<file path="config.mk">
export PLATFORM = sky130hd
export DESIGN_NAME = tftCtrl
export DESIGN_NICKNAME = d
export VERILOG_FILES = /design/src/design/tftTypesPkg.sv /design/src/design/tftProtocolPkg.sv /design/src/design/spiArbiter.sv /design/src/design/spiByteTx.sv /design/src/design/tftCtrl.sv /design/src/design/tftInitSequencer.sv /design/src/design/tftPixelStreamer.sv
export VERILOG_INCLUDE_DIRS = /design/src /design/src/include
export SDC_FILE = /design/constraint.sdc
export NUM_CORES = 1
export LEC_CHECK = 0
export BUFFER_PORTS_ARGS = -buffer_cell sky130_fd_sc_hd__buf_2
export CAP_MARGIN = 20
export CORE_MARGIN = 1
export CORE_UTILIZATION = 40
export DETAILED_ROUTE_END_ITERATION = 8
export GPL_ROUTABILITY_DRIVEN = 0
export PLACE_DENSITY = 0.7
export SLEW_MARGIN = 40
export SYNTH_ARGS = -nofsm -noshare
export SYNTH_HDL_FRONTEND = slang
export SYNTH_SLANG_ARGS = --single-unit
export TNS_END_PERCENT = 30
</file>
<file path="constraint.sdc">
create_clock -name CLK_I -period 2.1 [get_ports CLK_I]
set_input_delay 0.21 -clock CLK_I [delete_from_list [all_inputs] [get_ports CLK_I]]
set_output_delay 0.21 -clock CLK_I [all_outputs]
set_load 0.01 [all_outputs]
</file>
<file path="src/include/tftInitTable.svh">
// ILI9341 init command table.
// Sent once after the power-up wait, one entry per SPI byte.

localparam int initTableLen = 9;

// bit 8 is the data flag.
localparam tftTypesPkg::cmdEntryT initTable [0:initTableLen-1] = '{
    9'h001,   // software reset.
    9'h011,   // sleep out.
    9'h03A,   // pixel format.
    9'h155,   // 16 bits per pixel.
    9'h036,   // memory access control.
    9'h148,   // BGR order, column flip.
    9'h013,   // normal mode.
    9'h029,   // display on.
    9'h000    // no operation.
};

</file>
<file path="src/design/tftTypesPkg.sv">
// TFT controller types.
// Vector widths shared by the SPI path, the init table and the pixel stream.
package tftTypesPkg;

    // one byte on the SPI bus.
    typedef logic [7:0] spiByteT;

    // one RGB565 pixel.
    typedef logic [15:0] pixelT;

    // pixel index, wide enough for 320 x 240.
    typedef logic [16:0] pixelAddrT;

    // init table entry.
    // bit 8 set means data, clear means command; low byte is the value.
    typedef logic [8:0] cmdEntryT;

endpackage

</file>
<file path="src/design/tftProtocolPkg.sv">
// ILI9341 protocol constants.
// Window and memory write opcodes, SPI clock divide and power-up delays.
package tftProtocolPkg;
    import tftTypesPkg::*;

    // window setup and pixel write opcodes.
    localparam spiByteT cmdColumnSet = 8'h2A;
    localparam spiByteT cmdPageSet   = 8'h2B;
    localparam spiByteT cmdMemWrite  = 8'h2C;

    // clock cycles per SCK half period.
    localparam int sckHalfTicks = 2;

    // panel reset pulse width in ms.
    localparam int resetHoldMs = 10;

    // wait after reset release, and again after the init table.
    localparam int wakeMs = 120;

endpackage

</file>
<file path="src/design/spiArbiter.sv">
// SPI arbiter.
// Shares the byte transmitter between the init sequencer and the pixel streamer,
// init first.
module spiArbiter
    import tftTypesPkg::*;
(
    input  logic    CLK_I,
    input  logic    RST_I,
    input  logic    initReq,
    input  logic    initDc,
    input  logic    pixReq,
    input  logic    pixDc,
    input  spiByteT initByte,
    input  spiByteT pixByte,
    input  logic    txBusy,
    input  logic    txDone,
    output logic    initDone,
    output logic    pixDone,
    output logic    txStart,
    output spiByteT txByte,
    output logic    txDc
);
    logic granted;    // a byte is in flight.
    logic ownerPix;   // owner of that byte.
    logic selPix;

    // before a grant, pick by priority; after it, follow the owner.
    assign selPix  = granted ? ownerPix : !initReq;
    assign txStart = !granted && !txBusy && (initReq || pixReq);
    assign txByte  = selPix ? pixByte : initByte;
    assign txDc    = selPix ? pixDc : initDc;

    assign initDone = txDone && granted && !ownerPix;
    assign pixDone  = txDone && granted && ownerPix;

    always_ff @(posedge CLK_I)
    begin
        if (RST_I)
        begin
            granted  <= 1'b0;
            ownerPix <= 1'b0;
        end
        else if (txStart)
        begin
            granted  <= 1'b1;
            ownerPix <= selPix;
        end
        else if (txDone)
            granted <= 1'b0;
    end

    // transmitter must take every start; a lost start would hang the grant.
    assert property (@(posedge CLK_I) disable iff (RST_I) txStart |=> txBusy);

    // a done only ends a granted byte whose owner still requests it.
    assert property (@(posedge CLK_I) disable iff (RST_I)
        txDone |-> granted && (ownerPix ? pixReq : initReq));

endmodule

</file>
<file path="src/design/spiByteTx.sv">
// SPI byte transmitter.
// Sends one byte in mode 0, MSB first, with chip select framing each byte.
module spiByteTx
    import tftTypesPkg::*;
    import tftProtocolPkg::*;
(
    input  logic    CLK_I,
    input  logic    RST_I,
    input  logic    start,
    input  spiByteT txByte,
    input  logic    txDc,
    output logic    busy,
    output logic    done,
    output logic    tftCsN,
    output logic    tftSck,
    output logic    tftMosi,
    output logic    tftDc
);
    localparam int tickW = $clog2(sckHalfTicks + 1);

    spiByteT          shiftReg;
    logic [tickW-1:0] tickCnt;
    logic [2:0]       bitCnt;
    logic             halfEnd;

    assign halfEnd = (tickCnt == tickW'(sckHalfTicks - 1));

    always_ff @(posedge CLK_I)
    begin
        if (RST_I)
        begin
            busy    <= 1'b0;
            done    <= 1'b0;
            tftCsN  <= 1'b1;
            tftSck  <= 1'b0;
            tftDc   <= 1'b0;
            tickCnt <= '0;
            bitCnt  <= '0;
        end
        else
        begin
            done <= 1'b0;
            if (!busy)
            begin
                if (start)
                begin
                    busy    <= 1'b1;
                    tftCsN  <= 1'b0;
                    tftDc   <= txDc;
                    tickCnt <= '0;
                    bitCnt  <= '0;
                end
            end
            else if (halfEnd)
            begin
                tickCnt <= '0;
                tftSck  <= ~tftSck;
                if (tftSck)   // falling SCK closes the bit.
                begin
                    bitCnt <= bitCnt + 3'd1;
                    if (bitCnt == 3'd7)
                    begin
                        busy   <= 1'b0;
                        tftCsN <= 1'b1;
                        done   <= 1'b1;
                    end
                end
            end
            else
                tickCnt <= tickCnt + tickW'(1);
        end
    end

    // shift on the falling SCK so MOSI settles before the next rise.
    always_ff @(posedge CLK_I)
    begin
        if (start && !busy)
            shiftReg <= txByte;
        else if (busy && halfEnd && tftSck)
            shiftReg <= {shiftReg[6:0], 1'b0};
    end

    assign tftMosi = busy & shiftReg[7];   // idle low between bytes.

    // the arbiter only starts an idle transmitter.
    assert property (@(posedge CLK_I) disable iff (RST_I) start |-> !busy);

endmodule

</file>
<file path="src/design/tftCtrl.sv">
// ILI9341 controller top.
// Init sequencer and pixel streamer share one SPI byte transmitter.
module tftCtrl
    import tftTypesPkg::*;
#(
    parameter int ticksPerMs = 50000,
    parameter int frameCols  = 240,
    parameter int frameRows  = 320
)
(
    input  logic      CLK_I,
    input  logic      RST_I,
    input  logic      frameStart,
    input  logic      pixelReady,
    input  pixelT     pixelData,
    output pixelAddrT pixelAddr,
    output logic      initDone,
    output logic      frameDone,
    output logic      tftCsN,
    output logic      tftSck,
    output logic      tftMosi,
    output logic      tftDc,
    output logic      tftResetN
);
    logic    initReq, initTxDc, initByteDone;
    logic    pixReq, pixTxDc, pixByteDone;
    spiByteT initTxByte, pixTxByte, txByte;
    logic    txStart, txDc, txBusy, txDone;

    tftInitSequencer #(.ticksPerMs(ticksPerMs)) initSeq (
        .CLK_I(CLK_I), .RST_I(RST_I),
        .byteDone(initByteDone),
        .tftResetN(tftResetN),
        .byteReq(initReq), .txByte(initTxByte), .txDc(initTxDc),
        .initDone(initDone)
    );

    tftPixelStreamer #(.frameCols(frameCols), .frameRows(frameRows)) pixStream (
        .CLK_I(CLK_I), .RST_I(RST_I),
        .initDone(initDone), .frameStart(frameStart), .pixelReady(pixelReady),
        .pixelData(pixelData), .byteDone(pixByteDone),
        .pixelAddr(pixelAddr),
        .byteReq(pixReq), .txByte(pixTxByte), .txDc(pixTxDc),
        .frameDone(frameDone)
    );

    spiArbiter arb (
        .CLK_I(CLK_I), .RST_I(RST_I),
        .initReq(initReq), .initDc(initTxDc), .initByte(initTxByte),
        .pixReq(pixReq), .pixDc(pixTxDc), .pixByte(pixTxByte),
        .txBusy(txBusy), .txDone(txDone),
        .initDone(initByteDone), .pixDone(pixByteDone),
        .txStart(txStart), .txByte(txByte), .txDc(txDc)
    );

    spiByteTx spiTx (
        .CLK_I(CLK_I), .RST_I(RST_I),
        .start(txStart), .txByte(txByte), .txDc(txDc),
        .busy(txBusy), .done(txDone),
        .tftCsN(tftCsN), .tftSck(tftSck), .tftMosi(tftMosi), .tftDc(tftDc)
    );

endmodule

</file>
<file path="src/design/tftInitSequencer.sv">
// Panel init sequencer.
// Pulses the panel reset, waits for wake-up, then sends the init table.
module tftInitSequencer
    import tftTypesPkg::*;
    import tftProtocolPkg::*;
#(
    parameter int ticksPerMs = 50000
)
(
    input  logic    CLK_I,
    input  logic    RST_I,
    input  logic    byteDone,
    output logic    tftResetN,
    output logic    byteReq,
    output spiByteT txByte,
    output logic    txDc,
    output logic    initDone
);
    `include "tftInitTable.svh"

    localparam int holdTicks = resetHoldMs * ticksPerMs;
    localparam int wakeTicks = wakeMs * ticksPerMs;
    localparam int maxTicks  = (holdTicks > wakeTicks) ? holdTicks : wakeTicks;
    localparam int delayW    = $clog2(maxTicks + 1);
    localparam int idxW      = $clog2(initTableLen);

    typedef enum logic [2:0] {
        stResetHold,
        stResetWait,
        stSend,
        stFinalWait,
        stDone
    } initStateT;

    initStateT         state;
    logic [delayW-1:0] delayCnt;
    logic [idxW-1:0]   tableIdx;
    logic              delayZero;
    cmdEntryT          entry;

    assign delayZero = (delayCnt == '0);
    assign entry     = initTable[tableIdx];
    assign txByte    = entry[7:0];
    assign txDc      = entry[8];
    assign byteReq   = (state == stSend);
    assign initDone  = (state == stDone);

    always_ff @(posedge CLK_I)
    begin
        if (RST_I)
        begin
            state     <= stResetHold;
            delayCnt  <= delayW'(holdTicks);
            tableIdx  <= '0;
            tftResetN <= 1'b1;   // panel reset released while we are in reset.
        end
        else
        begin
            case (state)
                stResetHold:
                begin
                    if (delayZero)
                    begin
                        tftResetN <= 1'b1;
                        delayCnt  <= delayW'(wakeTicks);
                        state     <= stResetWait;
                    end
                    else
                    begin
                        tftResetN <= 1'b0;
                        delayCnt  <= delayCnt - delayW'(1);
                    end
                end
                stResetWait:
                begin
                    if (delayZero)
                        state <= stSend;
                    else
                        delayCnt <= delayCnt - delayW'(1);
                end
                stSend:
                begin
                    if (byteDone && tableIdx == idxW'(initTableLen - 1))
                    begin
                        delayCnt <= delayW'(wakeTicks);
                        state    <= stFinalWait;
                    end
                    else if (byteDone)
                        tableIdx <= tableIdx + idxW'(1);
                end
                stFinalWait:
                begin
                    if (delayZero)
                        state <= stDone;
                    else
                        delayCnt <= delayCnt - delayW'(1);
                end
                default: ;   // done, stays here until reset.
            endcase
        end
    end

endmodule

</file>
<file path="src/design/tftPixelStreamer.sv">
// Pixel streamer.
// Sets the full-frame window, then sends every pixel high byte first,
// once per accepted frame start.
module tftPixelStreamer
    import tftTypesPkg::*;
    import tftProtocolPkg::*;
#(
    parameter int frameCols = 240,
    parameter int frameRows = 320
)
(
    input  logic      CLK_I,
    input  logic      RST_I,
    input  logic      initDone,
    input  logic      frameStart,
    input  logic      pixelReady,
    input  pixelT     pixelData,
    input  logic      byteDone,
    output pixelAddrT pixelAddr,
    output logic      byteReq,
    output spiByteT   txByte,
    output logic      txDc,
    output logic      frameDone
);
    localparam int          pixCount = frameCols * frameRows;
    localparam pixelAddrT   lastAddr = pixelAddrT'(pixCount - 1);
    localparam logic [15:0] lastCol  = 16'(frameCols - 1);
    localparam logic [15:0] lastRow  = 16'(frameRows - 1);

    typedef enum logic [2:0] {
        stIdle,
        stWindow,
        stMemWrite,
        stPixWait,
        stHigh,
        stLow
    } streamStateT;

    streamStateT state;
    logic [3:0]  step;       // window byte index, 0 to 9.
    pixelT       pixLatch;
    spiByteT     windowByte;
    logic        windowDc;

    // column set at step 0, page set at step 5, start addresses are zero.
    always_comb
    begin
        case (step)
            4'd0:    windowByte = cmdColumnSet;
            4'd3:    windowByte = lastCol[15:8];
            4'd4:    windowByte = lastCol[7:0];
            4'd5:    windowByte = cmdPageSet;
            4'd8:    windowByte = lastRow[15:8];
            4'd9:    windowByte = lastRow[7:0];
            default: windowByte = 8'h00;
        endcase
    end

    assign windowDc = (step != 4'd0) && (step != 4'd5);

    always_comb
    begin
        case (state)
            stWindow:   txByte = windowByte;
            stMemWrite: txByte = cmdMemWrite;
            stLow:      txByte = pixLatch[7:0];
            default:    txByte = pixLatch[15:8];
        endcase
    end

    assign txDc    = (state == stWindow) ? windowDc : (state != stMemWrite);
    assign byteReq = state inside {stWindow, stMemWrite, stHigh, stLow};

    always_ff @(posedge CLK_I)
    begin
        if (RST_I)
        begin
            state     <= stIdle;
            step      <= '0;
            pixelAddr <= '0;
            frameDone <= 1'b0;
        end
        else
        begin
            frameDone <= 1'b0;
            case (state)
                stIdle:
                begin
                    step <= '0;
                    if (frameStart && initDone)
                        state <= stWindow;
                end
                stWindow:
                begin
                    if (byteDone && step == 4'd9)
                        state <= stMemWrite;
                    else if (byteDone)
                        step <= step + 4'd1;
                end
                stMemWrite: if (byteDone) state <= stPixWait;
                stPixWait:  if (pixelReady) state <= stHigh;
                stHigh:     if (byteDone) state <= stLow;
                stLow:
                begin
                    if (byteDone && pixelAddr == lastAddr)
                    begin
                        pixelAddr <= '0;
                        frameDone <= 1'b1;
                        state     <= stIdle;
                    end
                    else if (byteDone)
                    begin
                        pixelAddr <= pixelAddr + pixelAddrT'(1);
                        state     <= stPixWait;
                    end
                end
                default: state <= stIdle;
            endcase
        end
    end

    // pixel sampled once, so both bytes come from the same value.
    always_ff @(posedge CLK_I)
    begin
        if (state == stPixWait && pixelReady)
            pixLatch <= pixelData;
    end

    assert property (@(posedge CLK_I) disable iff (RST_I)
        pixelAddr < pixelAddrT'(pixCount));

endmodule

</file>
### Yosys cells after proc, flatten, opt, wreduce, memory -nomap -nowiden

Memory sizes are Yosys's and may differ from the RTL's.
Cells that the tools add are included.
Widths: inputs -> output; s select.

| word-level totals | value |
|---|---|
| register bits | 92 |
| bits in latches | 0 |
| RAM bits | 0 |
| ROM bits | 144 |
| input bits | 20 |
| output and inout port bits | 24 |
| word-level logic and storage cells | 165 |
| memories kept | 1 |

Memories:

| memory | words | bits a word | rd ports | clocked after memory_dff | write ports | RTL line | RTL |
|---|---|---|---|---|---|---|---|
| (no name shown) | 16 | 9 | 1 | 0 | 0 | tftInitSequencer.sv:42 | `assign entry = initTable[tableIdx];` |

| operators by class | value |
|---|---|
| $add $sub $neg | 6 |
| multiply operators | 0 |
| div/mod/pow operators | 0 |
| $lt $le $gt $ge | 1 |
| equality and inequality tests | 33 |
| shift operators | 0 |
| muxes and demuxes | 53 |
| bitwise gates (word level) | 7 |
| reductions and logical operators | 45 |

Operator list:

| kind | number |
|---|---|
| $mux 23 | 3 |
| $pmux 23 s3 | 1 |
| $mux 3 | 14 |
| $pmux 8 s5 | 1 |
| $mux 17 | 2 |
| $mux 8 | 3 |
| $pmux 8 s3 | 1 |
| $logic_not 23->1 | 1 |
| $sub 23x1->23 const B | 1 |
| $mux 1 | 18 |
| $mux 9 | 2 |
| $pmux 3 s6 | 1 |
| $add 17x1->17 const B | 1 |
| $eq 17x17->1 const B | 1 |
| $ne 2x2->1 const B | 8 |
| $logic_and 1x1->1 | 14 |
| $eq 3x2->1 const B | 4 |
| $eq 3x3->1 const B | 4 |
| $eq 4x4->1 const B | 3 |
| $ne 2x1->1 const B | 6 |
| $pmux 3 s4 | 1 |
| $reduce_and 3->1 | 4 |
| $reduce_bool 4->1 | 3 |
| $reduce_bool 2->1 | 5 |
| other kinds (25) | 43 |

### Logic depth before layout (Yosys ltp)

| depth | value |
|---|---|
| depth after elaboration | 6 |
| mapped depth | 9 |
| mapped depth without buffers | 8 |

### By module

Synthesis repeated with hierarchy kept, for this count alone.

| second synthesis, totals | value |
|---|---|
| cell total of the unflattened synthesis | 541 |
| area, all modules | 4931.0 sq um |

Modules (own cells, without submodules):

| module | times used | cells an instance | area an instance (sq um) | seq. area each (sq um) |
|---|---|---|---|---|
| tftPixelStreamer | 1 | 234 | 2142.1 | 980.9 |
| tftInitSequencer | 1 | 218 | 1796.7 | 620.6 |
| spiByteTx | 1 | 66 | 772.0 | 440.4 |
| spiArbiter | 1 | 23 | 220.2 | 40.0 |

### Worst setup path before layout

No wires, ideal clock.

| timing path | value |
|---|---|
| kind | reg-to-reg |
| start | reg initSeq.tableIdx[0] |
| end | reg initSeq.delayCnt[4] |
| setup time | 115 ps |
| arrival time | 1867 ps |
| setup slack | 118 ps |
| stages on the path, launching flop included | 9 |
| buffers on the path | 0 |
| period minus slack after synthesis | 1982 ps |
| path through | dfxtp_1 inv_1 ha_1 nand3b_2 o32ai_4 o311ai_4 or3_1 xor2_1 nor2_2 |

| between the ends | value |
|---|---|
| longest elaborated chain between the ends | 4 |

RTL lines:

| what | RTL line | RTL |
|---|---|---|
| start: declaration | tftInitSequencer.sv:37 | `logic [idxW-1:0] tableIdx;` |
| start signal: assignment | tftInitSequencer.sv:89 | `tableIdx <= tableIdx + idxW'(1);` |
| $eq 4x4->1 | tftInitSequencer.sv:83 | `if (byteDone && tableIdx == idxW'(initTableLen - 1))` |
| $logic_and 1x1->1 | tftInitSequencer.sv:83 |  |
| $ne 2x2->1 (no line) | n/a |  |
| $reduce_and 3->1 (no line) | n/a |  |
| end signal: assignment | tftInitSequencer.sv:79 | `delayCnt <= delayCnt - delayW'(1);` |
| end signal: assignment | tftInitSequencer.sv:85 | `delayCnt <= delayW'(wakeTicks);` |
| end signal: assignment | tftInitSequencer.sv:96 | `delayCnt <= delayCnt - delayW'(1);` |
| end: declaration | tftInitSequencer.sv:36 | `logic [delayW-1:0] delayCnt;` |

No other way between the ends.
A chain may end at the register's enable or synchronous reset.

### Worst setup path after layout

| timing path | value |
|---|---|
| start | reg initSeq.delayCnt[7] |
| end | reg initSeq.delayCnt[1] |

| between the ends | value |
|---|---|
| longest elaborated chain between the ends | 3 |
| elaborated cells on any way between the ends | 5 |
| classes of those cells | eq/ne: 1; mux: 2; reduce/logical: 2 |

RTL lines:

| what | RTL line | RTL |
|---|---|---|
| start signal: assignment | tftInitSequencer.sv:53 | `delayCnt <= delayW'(holdTicks);` |
| start signal: assignment | tftInitSequencer.sv:65 | `delayCnt <= delayW'(wakeTicks);` |
| start signal: assignment | tftInitSequencer.sv:71 | `delayCnt <= delayCnt - delayW'(1);` |
| $logic_not 23->1 * | tftInitSequencer.sv:41 | `assign delayZero = (delayCnt == '0);` |
| $mux 23 or $ne 2x2->1 (tied branches) | n/a |  |
| $pmux 23 s3 or $reduce_and 3->1 (tied branches) | n/a |  |

Every way passes the cells marked *; elsewhere a longest branch is shown, timed or not.

==> results by stage <==
Timing:
- Across all hold checks on the routed design, the worst slack comes to 35.77 ps.
- Setup violations remaining at the end of the flow were counted as 0.
- The post-route minimum period is 2006 ps.
- The worst pin sits at a relative slew slack of 51.51%.
- The number of pins exceeding their max-slew limit in the final report is 0.
- For the final routed database, the setup TNS stands at 0 ps.
- The number of hold-slack violations in the final timing report is 0.
- The transition time of the tightest slew-check pin is 720.6 ps.
- Timing would allow up to 498.5 MHz.
- Of the available clock period, the critical path in the final layout requires 95.53%.
- Setup repair after global routing could not meet its margin everywhere.
- The clock skew is 6.436 ps.

Hold path:
- The start point of the worst min-delay path is pixelData[0].
- The path category of the worst min-delay check is primary input to flop.
- The worst hold endpoint is pixStream.pixLatch[0].
- Counting instances, the worst hold path has a depth of 1.

Synth:
- The number of nets handed over by synthesis was 527.
- The synthesized design contains 92 register bits.
- The most used flip-flop cell after synthesis is dfxtp_1.
- The number of distinct library cell variants in the gate-level netlist after synthesis is 61.
- After technology mapping, the gate count stands at 494.
- Yosys mapped a number of flops with a built-in enable equal to 24.
- In this run the mean area of a mapped cell was 9.311 µm².
- In the synthesized netlist the async set-or-reset flop fraction comes to 0%.
- The post-synthesis cell area is 4599 µm².
- The warning count from the yosys run is 0.
- The proportion of synthesized chip area in sequential cells is 45.27%.

Floorplan:
- The floorplan step set the die height to 109.2 µm.
- The floorplan step defined a die boundary enclosing 11,930 µm².
- The count of pins on the block boundary is 44.
- The starting density of the core is 41.70%.
- After floorplanning, the core was sized to cover 11,030 µm².
- The floorplan die width is 109.2 µm.
- The floorplan has 38 rows.

Detailed routing:
- The average via count per standard cell is 5.424.
- Wires add up to 9885 µm.
- The count of unresolved DRC violations after routing is 0.
- The final routed wire length divided by cell count is 14.22 µm.
- Once detail routing completed, the nets flagged for antenna violations numbered 0.
- In this run, the number of DRC markers left after iteration 0 of detailed routing was 378.
- The first detailed-routing pass ran for 5 iterations.
- Detailed routing inserted a total of 3,770 vias.

CTS:
- The clock tree from TritonCTS is done.
- The clock buffer count from CTS is 9.
- The number of clock sinks seen by CTS is 92.
- The clock latency on the worst-skew pair is 350 ps.
- The number of buffers between clock root and the deepest sink is 2.
- In this run, post-CTS hold repair placed 0 buffers.
- The maximum level of the CTS H-tree is 3.
- The CTS clock-pin slew for the worst setup and hold paths is 70 ps.
- The master cell of the clock root buffer is clkbuf_16.

GRT:
- The number of global-route vias before repair came to 3,473.
- The pin count of the biggest net entering global routing is 30.
- The first-pass GRT wire length is 15,990 µm.
- The initial antenna violation count came to 0.
- For this run, the total global-route usage over all layers was measured as 17.32%.
- The overall overflow remaining after global route is 0.

Finish:
- The repair_antennas step left the layout with diodes totalling 0.
- Of the cells placed in the final design, the portion with a size suffix greater than 1 is 20.00%.
- The final-stage net count is 583.
- The post-layout utilization of the core is 49.52%.
- The number of fill cells in the layout is 1,011.
- The synthesis-to-layout area growth is 18.77%.

Run status:
- The run finished with clean final reports.

Critical path:
- The critical path class is flop to flop.
- Along the worst path, the maximum fanout reaches 10.
- In this run the worst setup path begins at initSeq.delayCnt[7].
- The type of element launching the critical path is a flop.
- At the worst endpoint, the required time is 2340 ps.
- The worst register-to-register path has a depth of 7.
- The capture instance of the worst register-to-register path is initSeq.delayCnt[1].
- The startpoint identified for the worst register-to-register timing path is initSeq.delayCnt[7].
- The worst reg-to-reg setup slack is 90 ps.
- STA classifies the critical path endpoint as a flop.
- The arrival time of the worst setup path is 2250 ps.

Power:
- Across the VDD grid, the largest voltage drop is 0.0006110 V.
- The power per cell area is 797.6 nW/µm².
- The leakage power is 0.002063 µW.

Placed design:
- The post-detailed-placement half-perimeter wirelength is 7058 µm.
- Input and output buffers added on the ports amount to 43.

Job:
- The number of max-cap violations is 0.
## cell type report
class	count	area, µm²	area share, %
inverters	10	37.54	0.6871
flip-flops and latches	92	2082	38.11
clock buffers	9	225.2	4.123
repair buffers	68	415.4	7.604
well taps	140	175.2	3.207
clock inverters	7	115.1	2.107
multi-input cells	369	2412	44.16
## layer usage
| metal | vias to the layer above | global-route usage (%) | part of all wire (%) |
|---|---|---|---|
| met4 | 0 | 5.524 | 1.4 |
| met1 | 1798 | 22.16 | 47 |
| li1 | 1870 | - | - |
| met5 | - | 0 | 0 |
| met2 | 86 | 28.03 | 46 |
| met3 | 16 | 5.021 | 5.6 |
## flip-flops by register name, indices dropped and copies added, names as in the netlist, 2 cells and up
signal               flops
pixStream.pixLatch      16
spiTx.tickCnt            2
spiTx.bitCnt             3
initSeq.tableIdx         4
initSeq.state            3
spiTx.shiftReg           8
pixStream.step           4
initSeq.delayCnt        23
pixStream.pixelAddr     17
pixStream.state          3
## critical path, cell delays in order, from the launching register on
cell      delay, ps
dfxtp_1         370
nor4_4          320
and3_1          250
nand4_1         180
nor4_4          380
or3_1           200
buf_12          140
a211oi_1         40
## per-stage QoR
stage,area [µm²],setup slack (ps),std cells,total power (µW)
after floorplan,4599,118.0,494,2370
after global placement,5054,122.3,678,2510
after detailed placement,5054,85.14,678,2526
after global routing,5463,-37.56,695,4526
after CTS,5394,59.51,694,4368
final,5463,93.87,695,4357
## cell families (layout without fill, tap and decap cells)
kind of cell | count (synthesis) | in the layout | synth area share [%]
compound gates | 91 | 91 | 13.25
xor+xnor | 46 | 46 | 8.760
fa+ha+maj | 13 | 13 | 3.537
buf+inv | 33 | 94 | 3.618
flops | 92 | 92 | 45.27
mux | 4 | 4 | 0.9249
simple gates | 215 | 215 | 24.65
## synthesized netlist by cell type (3+ instances only)
library cell	n	area (µm²)
a21o_1	4	30.03
a21oi_1	38	190.2
a31oi_1	3	18.77
and3_1	5	31.28
buf_2	4	20.02
buf_4	4	30.03
buf_6	3	33.78
clkbuf_1	12	45.04
dfxtp_1	68	1361
edfxtp_1	24	720.7
ha_1	13	162.7
inv_1	10	37.54
nand2_1	42	157.7
nand2b_1	6	37.54
nand3_1	22	110.1
nand3b_1	3	22.52
nand4_1	13	81.33
nor2_1	61	229.0
nor2b_1	6	37.54
nor3_1	22	110.1
nor4_1	4	25.02
nor4_2	6	75.07
o21a_1	3	22.52
o21ai_0	15	75.07
o21ai_1	3	15.01
o22ai_1	6	37.54
or3_1	6	37.54
xnor2_1	19	166.4
xor2_1	27	236.5
## worst max path at each step
stage | cells after the start | slack (ps) | end
final | 7 | 90 | initSeq.delayCnt[1]
after global routing | 7 | -40 | initSeq.delayCnt[12]
after CTS | 9 | 60 | initSeq.delayCnt[10]
after detailed placement | 8 | 90 | initSeq.delayCnt[20]
after global placement | 9 | 120 | initSeq.delayCnt[10]
after floorplan | 8 | 120 | initSeq.delayCnt[4]
## where the power goes
part / total [µW] / internal (µW) / switching [µW]
Combinational: 522 / 239 / 283
Clock: 1840 / 1160 / 685
Sequential: 1990 / 1900 / 88.8
Total: 4360 / 3300 / 1060
## layout by cell type (no fill, tap or decap), types with 3 or more instances in the layout
master,netlist,layout
dfxtp_1,68,68
nor2_1,61,59
buf_2,4,43
nand2_1,42,41
a21oi_1,38,38
xor2_1,27,27
edfxtp_1,24,24
buf_4,4,24
nor3_1,22,22
nand3_1,22,21
xnor2_1,19,19
o21ai_0,15,15
nand4_1,13,13
ha_1,13,13
inv_1,10,10
clkbuf_16,0,9
or3_1,6,6
nor2b_1,6,6
nand2b_1,6,6
o22ai_1,6,6
and3_1,5,5
nor4_1,4,4
nor4_4,1,4
o21a_1,3,3
nand3b_1,3,3
o21ai_1,3,3
a31oi_1,3,3
nor4_2,6,3
nand3_2,2,3
a21o_1,4,3
bufinv_16,0,3
## timing repair
item                                    in CTS  in global routing
endpoints found under the setup margin       0                 32
gates resized for setup                      0                 11
buffers inserted                             0                  1
(Power assumes the default switching activity.)
